==> src/dspPkg.sv <==
package dspPkg;

    //**************************************************************************
    // Sample path widths
    //**************************************************************************

    // Soft samples from the demodulator and trellis decoder
    localparam int SAMPLE_WIDTH = 18;

    // DAC parallel data bus
    localparam int DAC_CODE_WIDTH = 14;

    // Raw source-select field as stored in the register block
    localparam int SOURCE_SEL_WIDTH = 4;

    typedef logic signed [SAMPLE_WIDTH-1:0] sampleT;
    typedef logic [DAC_CODE_WIDTH-1:0] dacCodeT;
    typedef logic [SOURCE_SEL_WIDTH-1:0] sourceSelT;

    //**************************************************************************
    // Source selects
    //**************************************************************************

    // DAC sources, anything else falls back to demod
    typedef enum sourceSelT {
        DAC_SRC_DEMOD   = 4'd0,
        DAC_SRC_TRELLIS = 4'd1
    } dacSourceE;

    // Clock-and-data sources, anything else falls back to legacy I
    typedef enum sourceSelT {
        CD_SRC_LEGACY_I = 4'd0,
        CD_SRC_LEGACY_Q = 4'd1,
        CD_SRC_TRELLIS  = 4'd2
    } clkDataSourceE;

    // Offset-binary code of a zero sample
    localparam dacCodeT DAC_MIDSCALE = 14'h2000;

endpackage

==> src/regMapPkg.sv <==
package regMapPkg;

    //**************************************************************************
    // Register bus
    //**************************************************************************

    localparam int REG_ADDR_WIDTH = 4;
    localparam int REG_DATA_WIDTH = 16;

    typedef logic [REG_ADDR_WIDTH-1:0] regAddrT;
    typedef logic [REG_DATA_WIDTH-1:0] regDataT;

    //**************************************************************************
    // Register map
    //**************************************************************************

    // Read only, returns the build version
    localparam regAddrT ADDR_VERSION = 4'd0;

    // DAC source selects
    localparam regAddrT ADDR_DAC0_SOURCE = 4'd1;
    localparam regAddrT ADDR_DAC1_SOURCE = 4'd2;

    // Clock-and-data channel source selects
    localparam regAddrT ADDR_CH0_SOURCE = 4'd3;
    localparam regAddrT ADDR_CH1_SOURCE = 4'd4;

    // Reset value of every source select
    localparam dspPkg::sourceSelT SOURCE_RESET = '0;

endpackage

==> src/routerRegs.sv <==
`timescale 1ns/10ps

module routerRegs #(
    parameter regMapPkg::regDataT VersionNumber = 16'h0000
) (
    input  logic                clk,
    input  logic                reset,

    // Register bus
    input  logic                regWrite,
    input  logic                regRead,
    input  regMapPkg::regAddrT  regAddr,
    input  regMapPkg::regDataT  regWriteData,
    output regMapPkg::regDataT  regReadData,
    output logic                regReadValid,

    // Source selects to the output paths
    output dspPkg::sourceSelT   dac0Source,
    output dspPkg::sourceSelT   dac1Source,
    output dspPkg::sourceSelT   ch0Source,
    output dspPkg::sourceSelT   ch1Source
);

    //**************************************************************************
    // Write decode
    //**************************************************************************

    // Only the low bits of the bus land in a source register
    dspPkg::sourceSelT writeField;
    assign writeField = regWriteData[dspPkg::SOURCE_SEL_WIDTH-1:0];

    always_ff @(posedge clk) begin
        if (reset) begin
            dac0Source <= regMapPkg::SOURCE_RESET;
            dac1Source <= regMapPkg::SOURCE_RESET;
            ch0Source <= regMapPkg::SOURCE_RESET;
            ch1Source <= regMapPkg::SOURCE_RESET;
        end
        else if (regWrite) begin
            case (regAddr)
                regMapPkg::ADDR_DAC0_SOURCE: begin
                    dac0Source <= writeField;
                end
                regMapPkg::ADDR_DAC1_SOURCE: begin
                    dac1Source <= writeField;
                end
                regMapPkg::ADDR_CH0_SOURCE: begin
                    ch0Source <= writeField;
                end
                regMapPkg::ADDR_CH1_SOURCE: begin
                    ch1Source <= writeField;
                end
                // Version and unmapped addresses ignore writes
                default: begin
                end
            endcase
        end
    end

    //**************************************************************************
    // Read path
    //**************************************************************************

    regMapPkg::regDataT readMux;

    always_comb begin
        case (regAddr)
            regMapPkg::ADDR_VERSION:     readMux = VersionNumber;
            regMapPkg::ADDR_DAC0_SOURCE: readMux = regMapPkg::regDataT'(dac0Source);
            regMapPkg::ADDR_DAC1_SOURCE: readMux = regMapPkg::regDataT'(dac1Source);
            regMapPkg::ADDR_CH0_SOURCE:  readMux = regMapPkg::regDataT'(ch0Source);
            regMapPkg::ADDR_CH1_SOURCE:  readMux = regMapPkg::regDataT'(ch1Source);
            default:                     readMux = '0;
        endcase
    end

    // Data is captured with the pre-write register values
    always_ff @(posedge clk) begin
        if (regRead) begin
            regReadData <= readMux;
        end
    end

    // One-cycle valid strobe behind each read
    always_ff @(posedge clk) begin
        if (reset) begin
            regReadValid <= 1'b0;
        end
        else begin
            regReadValid <= regRead;
        end
    end

endmodule

==> src/dacPath.sv <==
`timescale 1ns/10ps

module dacPath (
    input  logic                clk,
    input  logic                reset,

    // Candidate sample streams
    input  logic                demodEn,
    input  dspPkg::sampleT      demodData,
    input  logic                trellisEn,
    input  dspPkg::sampleT      trellisData,

    input  dspPkg::sourceSelT   dacSource,
    output dspPkg::dacCodeT     dacD
);

    //**************************************************************************
    // Stage 1, registered source mux
    //**************************************************************************

    logic           selEn;
    dspPkg::sampleT selData;

    always_ff @(posedge clk) begin
        if (reset) begin
            selEn <= 1'b0;
        end
        else begin
            case (dacSource)
                dspPkg::DAC_SRC_TRELLIS: selEn <= trellisEn;
                default:                 selEn <= demodEn;
            endcase
        end
    end

    always_ff @(posedge clk) begin
        case (dacSource)
            dspPkg::DAC_SRC_TRELLIS: selData <= trellisData;
            default:                 selData <= demodData;
        endcase
    end

    //**************************************************************************
    // Stage 2, sample hold
    //**************************************************************************

    // Starts at zero so the DAC sits at midscale until the first strobe
    dspPkg::sampleT holdData;

    always_ff @(posedge clk) begin
        if (reset) begin
            holdData <= '0;
        end
        else if (selEn) begin
            holdData <= selData;
        end
    end

    //**************************************************************************
    // Stage 3, offset-binary output
    //**************************************************************************

    // Flip the sign bit and keep the top magnitude bits
    always_ff @(posedge clk) begin
        if (reset) begin
            dacD <= dspPkg::DAC_MIDSCALE;
        end
        else begin
            dacD <= {~holdData[dspPkg::SAMPLE_WIDTH-1],
                     holdData[dspPkg::SAMPLE_WIDTH-2 -: dspPkg::DAC_CODE_WIDTH-1]};
        end
    end

endmodule

==> src/clkDataOutput.sv <==
`timescale 1ns/10ps

module clkDataOutput (
    input  logic                clk,
    input  logic                reset,

    // Legacy I stream
    input  logic                iSymEn,
    input  logic                iSym2xEn,
    input  logic                iBit,

    // Legacy Q stream
    input  logic                qSymEn,
    input  logic                qSym2xEn,
    input  logic                qBit,

    // Trellis decoder stream
    input  logic                trellisSymEn,
    input  logic                trellisSym2xEn,
    input  logic                trellisBit,

    input  dspPkg::sourceSelT   chSource,
    output logic                chClkOut,
    output logic                chDataOut
);

    //**************************************************************************
    // Stream select
    //**************************************************************************

    logic selSymEn;
    logic selSym2xEn;
    logic selBit;

    always_comb begin
        case (chSource)
            dspPkg::CD_SRC_LEGACY_Q: begin
                selSymEn = qSymEn;
                selSym2xEn = qSym2xEn;
                selBit = qBit;
            end
            dspPkg::CD_SRC_TRELLIS: begin
                selSymEn = trellisSymEn;
                selSym2xEn = trellisSym2xEn;
                selBit = trellisBit;
            end
            // Legacy I, also any undefined select
            default: begin
                selSymEn = iSymEn;
                selSym2xEn = iSym2xEn;
                selBit = iBit;
            end
        endcase
    end

    //**************************************************************************
    // Clock and data launch
    //**************************************************************************

    // Falling clock edge launches the bit, rising edge at mid symbol
    // gives the sink a full half period of setup
    always_ff @(posedge clk) begin
        if (reset) begin
            chClkOut <= 1'b0;
            chDataOut <= 1'b0;
        end
        else if (selSymEn) begin
            chClkOut <= 1'b0;
            chDataOut <= selBit;
        end
        else if (selSym2xEn) begin
            chClkOut <= 1'b1;
        end
    end

endmodule

==> src/demodOutputRouter.sv <==
`timescale 1ns/10ps

module demodOutputRouter #(
    parameter regMapPkg::regDataT VersionNumber = 16'h0000
) (
    input  logic                clk,
    input  logic                reset,

    // Register bus
    input  logic                regWrite,
    input  logic                regRead,
    input  regMapPkg::regAddrT  regAddr,
    input  regMapPkg::regDataT  regWriteData,
    output regMapPkg::regDataT  regReadData,
    output logic                regReadValid,

    // DAC sample streams
    input  logic                demodDac0En,
    input  dspPkg::sampleT      demodDac0Data,
    input  logic                trellisDac0En,
    input  dspPkg::sampleT      trellisDac0Data,
    input  logic                demodDac1En,
    input  dspPkg::sampleT      demodDac1Data,
    input  logic                trellisDac1En,
    input  dspPkg::sampleT      trellisDac1Data,

    // Decided bits and symbol strobes
    input  logic                iSymEn,
    input  logic                iSym2xEn,
    input  logic                iBit,
    input  logic                qSymEn,
    input  logic                qSym2xEn,
    input  logic                qBit,
    input  logic                trellisSymEn,
    input  logic                trellisSym2xEn,
    input  logic                trellisBit,

    // Board outputs
    output dspPkg::dacCodeT     dac0D,
    output dspPkg::dacCodeT     dac1D,
    output logic                ch0ClkOut,
    output logic                ch0DataOut,
    output logic                ch1ClkOut,
    output logic                ch1DataOut
);

    //**************************************************************************
    // Register block
    //**************************************************************************

    dspPkg::sourceSelT dac0Source;
    dspPkg::sourceSelT dac1Source;
    dspPkg::sourceSelT ch0Source;
    dspPkg::sourceSelT ch1Source;

    routerRegs #(.VersionNumber(VersionNumber)) regs (
        .clk(clk), .reset(reset),
        .regWrite(regWrite), .regRead(regRead),
        .regAddr(regAddr), .regWriteData(regWriteData),
        .regReadData(regReadData), .regReadValid(regReadValid),
        .dac0Source(dac0Source), .dac1Source(dac1Source),
        .ch0Source(ch0Source), .ch1Source(ch1Source)
    );

    //**************************************************************************
    // DAC outputs
    //**************************************************************************

    dacPath dac0Path (
        .clk(clk), .reset(reset),
        .demodEn(demodDac0En), .demodData(demodDac0Data),
        .trellisEn(trellisDac0En), .trellisData(trellisDac0Data),
        .dacSource(dac0Source),
        .dacD(dac0D)
    );

    dacPath dac1Path (
        .clk(clk), .reset(reset),
        .demodEn(demodDac1En), .demodData(demodDac1Data),
        .trellisEn(trellisDac1En), .trellisData(trellisDac1Data),
        .dacSource(dac1Source),
        .dacD(dac1D)
    );

    //**************************************************************************
    // Clock and data outputs
    //**************************************************************************

    clkDataOutput ch0Output (
        .clk(clk), .reset(reset),
        .iSymEn(iSymEn), .iSym2xEn(iSym2xEn), .iBit(iBit),
        .qSymEn(qSymEn), .qSym2xEn(qSym2xEn), .qBit(qBit),
        .trellisSymEn(trellisSymEn), .trellisSym2xEn(trellisSym2xEn),
        .trellisBit(trellisBit),
        .chSource(ch0Source),
        .chClkOut(ch0ClkOut), .chDataOut(ch0DataOut)
    );

    clkDataOutput ch1Output (
        .clk(clk), .reset(reset),
        .iSymEn(iSymEn), .iSym2xEn(iSym2xEn), .iBit(iBit),
        .qSymEn(qSymEn), .qSym2xEn(qSym2xEn), .qBit(qBit),
        .trellisSymEn(trellisSymEn), .trellisSym2xEn(trellisSym2xEn),
        .trellisBit(trellisBit),
        .chSource(ch1Source),
        .chClkOut(ch1ClkOut), .chDataOut(ch1DataOut)
    );

endmodule

==> config.mk <==
export PLATFORM = sky130hd
export DESIGN_NAME = demodOutputRouter
export DESIGN_NICKNAME = d
export VERILOG_FILES = /design/src/dspPkg.sv /design/src/regMapPkg.sv /design/src/routerRegs.sv /design/src/dacPath.sv /design/src/clkDataOutput.sv /design/src/demodOutputRouter.sv
export SDC_FILE = /design/constraint.sdc
export NUM_CORES = 1
export LEC_CHECK = 0
export ABC_CLOCK_PERIOD_IN_PS = 2300
export BUFFER_PORTS_ARGS = -buffer_cell sky130_fd_sc_hd__buf_2
export CORE_ASPECT_RATIO = 1.5
export CORE_MARGIN = 2
export CORE_UTILIZATION = 30
export DETAILED_ROUTE_END_ITERATION = 8
export GPL_TIMING_DRIVEN = 0
export PLACE_DENSITY_LB_ADDON = 0.2
export SETUP_SLACK_MARGIN = 0.4
export SLEW_MARGIN = 20
export SYNTH_ARGS = -nofsm -noshare
export SYNTH_HDL_FRONTEND = slang
export SYNTH_SLANG_ARGS = --single-unit
==> constraint.sdc <==
create_clock -name clk -period 2.3 [get_ports clk]
set_input_delay 0.46 -clock clk [delete_from_list [all_inputs] [get_ports clk]]
set_output_delay 0.46 -clock clk [all_outputs]
set_load 0.005 [all_outputs]
After elaboration in Yosys (flattened, before gate mapping)
Index checks and enable logic that the tools add are counted.

word-level totals
  output and inout port bits = 49
  register bits after elaboration = 139
  bits of input ports = 109

operators by class
  bitwise gates (word level) = 2
  reductions and logical operators = 6
  muxes and demuxes = 11
  eq/ne operators = 10

operator list
  cell                number
  $mux 18             2
  $eq 4x1->1 const B  5
  $eq 4x2->1 const B  4
  $pmux 4 s4          1
  $pmux 1 s2          6
  $reduce_and 2->1    4
  $eq 4x3->1 const B  1
  $reduce_or 2->1     2
  $mux 1              2
  $not 1->1           2

Longest topological paths before layout
  depth in word-level cells = 3
  depth in mapped cells = 5
  gate-level depth less buffers = 4

Modules after synthesis
Synthesis repeated with hierarchy kept, for this count alone.

unflattened totals
  cells, all modules = 349
  area, all modules = 4161.5 sq um

by module, submodules not included
  module         cells an instance  sequential area each (sq um)  instances  area each (sq um)
  dacPath        109                860.8                         2          1377.6
  routerRegs     97                 460.4                         1          1066.0
  clkDataOutput  17                 40.0                          2          170.2

Least setup slack after synthesis
Ideal clock, no wire load.

  path kind = in2reg
  start = input regAddr[0]
  end = register regs.ch1Source[0]
  path slack = 0.896 ns
  arrival = 1.277 ns
  buffers on the path = 1
  cell stages on the path = 5
  setup time = 0.128 ns
  cell sequence = buf_4 > and2b_1 > nand3_1 > mux2i_1 > nor2_1

on the way
  longest elaborated chain between the ends = 2

RTL lines
  element                     line                     source
  start, declared             demodOutputRouter.sv:12  input regMapPkg::regAddrT regAddr,
  $eq 4x3->1                  routerRegs.sv:40         case (regAddr)
  $reduce_and 2->1 (no line)  -
  end signal, assigned        routerRegs.sv:37         ch1Source <= regMapPkg::SOURCE_RESET;
  end signal, assigned        routerRegs.sv:51         ch1Source <= writeField;
  end, declared               routerRegs.sv:21         output dspPkg::sourceSelT ch1Source

No other way between the ends.
A chain may end at the register's enable or synchronous reset.

Final worst setup path
  start = register regs.dac0Source[1]
  end = register dac0Path.selData[14]

on the way
  longest elaborated chain between the ends = 2

RTL lines
  element                 line              source
  start, declared         routerRegs.sv:18  output dspPkg::sourceSelT dac0Source,
  start signal, assigned  routerRegs.sv:34  dac0Source <= regMapPkg::SOURCE_RESET;
  start signal, assigned  routerRegs.sv:42  dac0Source <= writeField;
  $eq 4x1->1              dacPath.sv:37     case (dacSource)
  $mux 18                 dacPath.sv:37
  end signal, assigned    dacPath.sv:38     dspPkg::DAC_SRC_TRELLIS: selData <= trellisData;
  end signal, assigned    dacPath.sv:39     default: selData <= demodData;
  end, declared           dacPath.sv:22     dspPkg::sampleT selData;

No other way between the ends.

==> results.md <==
Setup path:
- The startpoint kind of the worst setup timing path is a flip-flop.
- At the worst endpoint, the arrival time is roughly 2 ns.
- The kind of capture point of the worst setup path is a flip-flop.
- The critical path startpoint is regs.dac0Source[1].
- The critical register-to-register path startpoint is regs.dac0Source[1].
- Along the worst path, the maximum fanout reaches 10.
- The worst setup path is of the reg -> reg kind.
- At the worst endpoint, the required time is 2.53 ns.

Floorplanning:
- From bottom edge to top edge, the die measures between 100 and 150 um.
- The die covers roughly 14000 um^2.
- approximately 160 I/O pins were placed.
- The initial utilization of the core area, before any placement, comes to 0.309.
- The horizontal extent of the die is about 100 um.
- The total area inside the core boundary comes to about 13000 um^2.
- The number of core rows is 51.

Placement:
- The congestion estimate from routability-driven global placement came to about 0.83.
- The worst slack at placement is a little under 0.5 ns.
- The number of cells in the design after placement is 641.
- The estimated wirelength of the detail-placed design is 6520 um.
- Port buffering added ~120 buffers.

STA:
- In the post-route analysis, the smallest setup slack over all paths is about 0.54 ns.
- The final critical path time including I/O delays and setup is about 1.8 ns.
- Of the available clock period, the critical path in the final layout requires 0.763.
- The transition time of the tightest slew-check pin is 0.693 ns.
- The setup TNS is 0 ns.
- For the final database, setup skew stands at between 0.007 and 0.008 ns.
- The worst pin sits at a relative slew slack of 0.536.
- The max-slew violation total from the final report is 0.
- The final-report setup violation count is 0.
- The maximum clock rate is 570 MHz.
- The final hold violation count is 0.
- The worst hold slack across all endpoints is 0.337 ns.
- Setup repair after global routing left no endpoint under its margin.

Clocking:
- The maximum count of clock buffers along a single path is 2.
- The number of gates resized after CTS was 0.
- The number of H-tree levels is 3.
- Clock latency on the worst-skew pair, taken at its later pin, is ~0.34 ns.
- TritonCTS built the clock tree.
- The clock net in this run drives a total of about 110 sinks.
- TritonCTS created 9 clock buffers.
- The number of hold buffers added after CTS was 0.
- The tree is rooted in a clkbuf_16.
- Buffers added to address setup during post-CTS repair amount to 0.
- Clock-pin slew was measured on the worst setup and hold paths at around 0.070 ns.

Detailed routing:
- The number of DRC violations after detailed routing is 0.
- The routed length on met3 is between 300 and 400 um.
- After detailed routing, the number of vias per cell comes to 4.34.
- The highest routed metal layer is met4.
- The number of DRC violations after detailed-routing iteration 0 is 62.
- The total routed wirelength is ~8600 um.
- The wire length on met1 is roughly 3500 um.
- The residual antenna-violating net count after detailed routing is 0.
- The detailed router placed 2850 vias in this run.
- In the detailed route, the total length drawn on met2 is roughly 4500 um.
- The average wire per cell in the routed design is about 13 um.
- For this run, the detailed router's first-pass iteration total came to 4.

Power and ir drop:
- Dividing total power by cell area gives a power density of ~750 nW/um^2.
- VDD sags by at most about 0.29 mV.
- In this run the static leakage power is about 2.3 nW.

Finish:
- The final layout contains roughly 600 nets.
- Once layout is complete, the cells apart from fillers number roughly 660.
- Of the cells placed in the final design, the portion with a size suffix greater than 1 is 0.376.
- The final antenna diode count is 0.
- The signed area change from the synthesized netlist to the final layout is 27.4%.

Hold path:
- The worst hold path class is in -> reg.
- The startpoint of the tightest hold check path is demodDac0Data[7].

Global routing:
- For this run the aggregate overflow at the end of global routing stands at 0.
- The wire length of the first global-routing pass is about 14000 um.
- The via count of the first global-routing pass is between 2000 and 3000.
- The overall fraction of global-route tracks in use is 0.122.
- The number of antenna violations at the first check in global routing is 0.
- The pin count of the biggest net entering global routing is 19.

Synth:
- The share of the synthesized area in compound gates (AO/OA/AOI/OAI) was 0.0403.
- The proportion of synthesized flip-flops having asynchronous set or reset is 0.
- The share of the yosys chip area belonging to registers is 0.560.
- After synthesis the cells add up to roughly 4000 um^2.
- The area share of and/or/nand/nor cells after synthesis is 0.141.
- After synthesis, the share of cell area in mux cells is 0.202.
- Of the total synthesized cell area, the portion taken by full adders, half adders and majority gates is 0.
- In this run the mean area of a mapped cell was about 11 um^2.
- The main combinational cell family by area after synthesis is multiplexers.
- The synthesized netlist contains 32 unique library cells.
- Yosys mapped a number of flops with a built-in enable equal to 4.
- The synthesized-area fraction occupied by xor and xnor cells is 0.00434.
- The most instantiated flip-flop cell in the synthesis netlist is dfxtp_1.
- Yosys printed 0 warnings.
- The post-synthesis register bit count is between 100 and 150.
- The cell count after synthesis is ~360.

Run:
- The number of max-cap violations is 0.

Status:
- The run finished with clean final reports.
[kinds of logic (layout without fill, tap and decap cells)]
kind of cell    after synthesis  count (layout)
other cells                   1              12
mux                          78              78
flops                       111             111
buf+inv                      33             164
simple gates                107             107
compound gates               24              24
xor+xnor                      2               2
[sequential cells by signal, indices dropped and copies added, names as in the netlist, 14 cells and up]
register	flops
dac0Path.holdData	14
dac0Path.selData	14
dac0Path.dacD	14
dac1Path.selData	14
dac1Path.holdData	14
dac1Path.dacD	14
[final timing paths]
check,to,slack (ns),cells past startpoint
hold reg to reg,dac0Path.dacD[13],0.39,1
setup / recovery,dac0Path.selData[14],0.54,3
setup reg to reg,dac0Path.selData[14],0.54,3
hold / removal,dac0Path.selData[7],0.34,2
[placed cells by master, fill, tap and decap left out, types with 2 or more instances in the layout]
cell,n
nor3_1,2
a22oi_1,6
nor4b_4,2
buf_6,2
conb_1,12
o31ai_1,2
buf_1,4
or2_2,3
clkbuf_1,5
a221oi_1,2
buf_2,120
nand3b_1,8
edfxtp_1,4
nor2_1,50
mux2i_1,50
clkbuf_16,10
xor2_1,2
o22ai_1,4
nand2_1,9
a21boi_0,4
o21ai_0,4
mux2_2,28
nor2b_1,28
a21oi_1,2
clkinv_4,2
buf_4,16
dfxtp_1,107
[critical path: stages (launching register included)]
cell     delay [ns]
dfxtp_1        0.35
nor4b_4        0.66
buf_6          0.26
mux2_2         0.36
[metrics by stage]
step	cell area, um^2	util	power, mW
after floorplan	4080	-	2.25
after global routing	5150	0.393	4.02
final	5150	0.393	3.84
after global placement	4850	0.371	2.39
after detailed placement	4850	0.371	2.39
after CTS	5150	0.393	3.91
[cells in the mapped netlist, types with 2 or more instances]
| library cell | number | area [um^2] |
|---|---|---|
| dfxtp_1 | 107 | 2140 |
| mux2i_1 | 50 | 500 |
| nor2_1 | 50 | 188 |
| mux2_2 | 28 | 315 |
| nor2b_1 | 28 | 175 |
| buf_4 | 16 | 120 |
| nand2_1 | 9 | 33.8 |
| nand3b_1 | 8 | 60.1 |
| a22oi_1 | 6 | 45.0 |
| buf_2 | 5 | 25.0 |
| a21boi_0 | 4 | 30.0 |
| buf_1 | 4 | 15.0 |
| clkbuf_1 | 4 | 15.0 |
| edfxtp_1 | 4 | 120 |
| o21ai_0 | 4 | 20.0 |
| o22ai_1 | 4 | 25.0 |
| or2_2 | 3 | 18.8 |
| a21oi_1 | 2 | 10.0 |
| a221oi_1 | 2 | 17.5 |
| buf_6 | 2 | 22.5 |
| nor3_1 | 2 | 10.0 |
| nor4b_4 | 2 | 47.6 |
| o31ai_1 | 2 | 15.0 |
| xor2_1 | 2 | 17.5 |
[report_power, final]
| part | internal (mW) | switching (mW) |
|---|---|---|
| clock network | 0.807 | 0.690 |
| logic | 0.163 | 0.136 |
| registers | 2.01 | 0.0281 |
| total | 2.99 | 0.854 |
[routing by layer]
layer	track usage	vias to the layer above
met2	0.219	79
li1	-	1455
met4	0.0555	0
met1	0.135	1305
met3	0.0244	11
met5	0	-
[final cells by class]
class / instances / area [um^2]
Fill cell: 1301 / 7930
Sequential cell: 111 / 2260
Multi-Input combinational cell: 223 / 1610
Timing Repair Buffer: 115 / 576
Clock buffer: 11 / 254
Buffer: 32 / 203
Tap cell: 159 / 199
Clock inverter: 5 / 38.8
Inverter: 1 / 3.75
(Power assumes the default switching activity.)
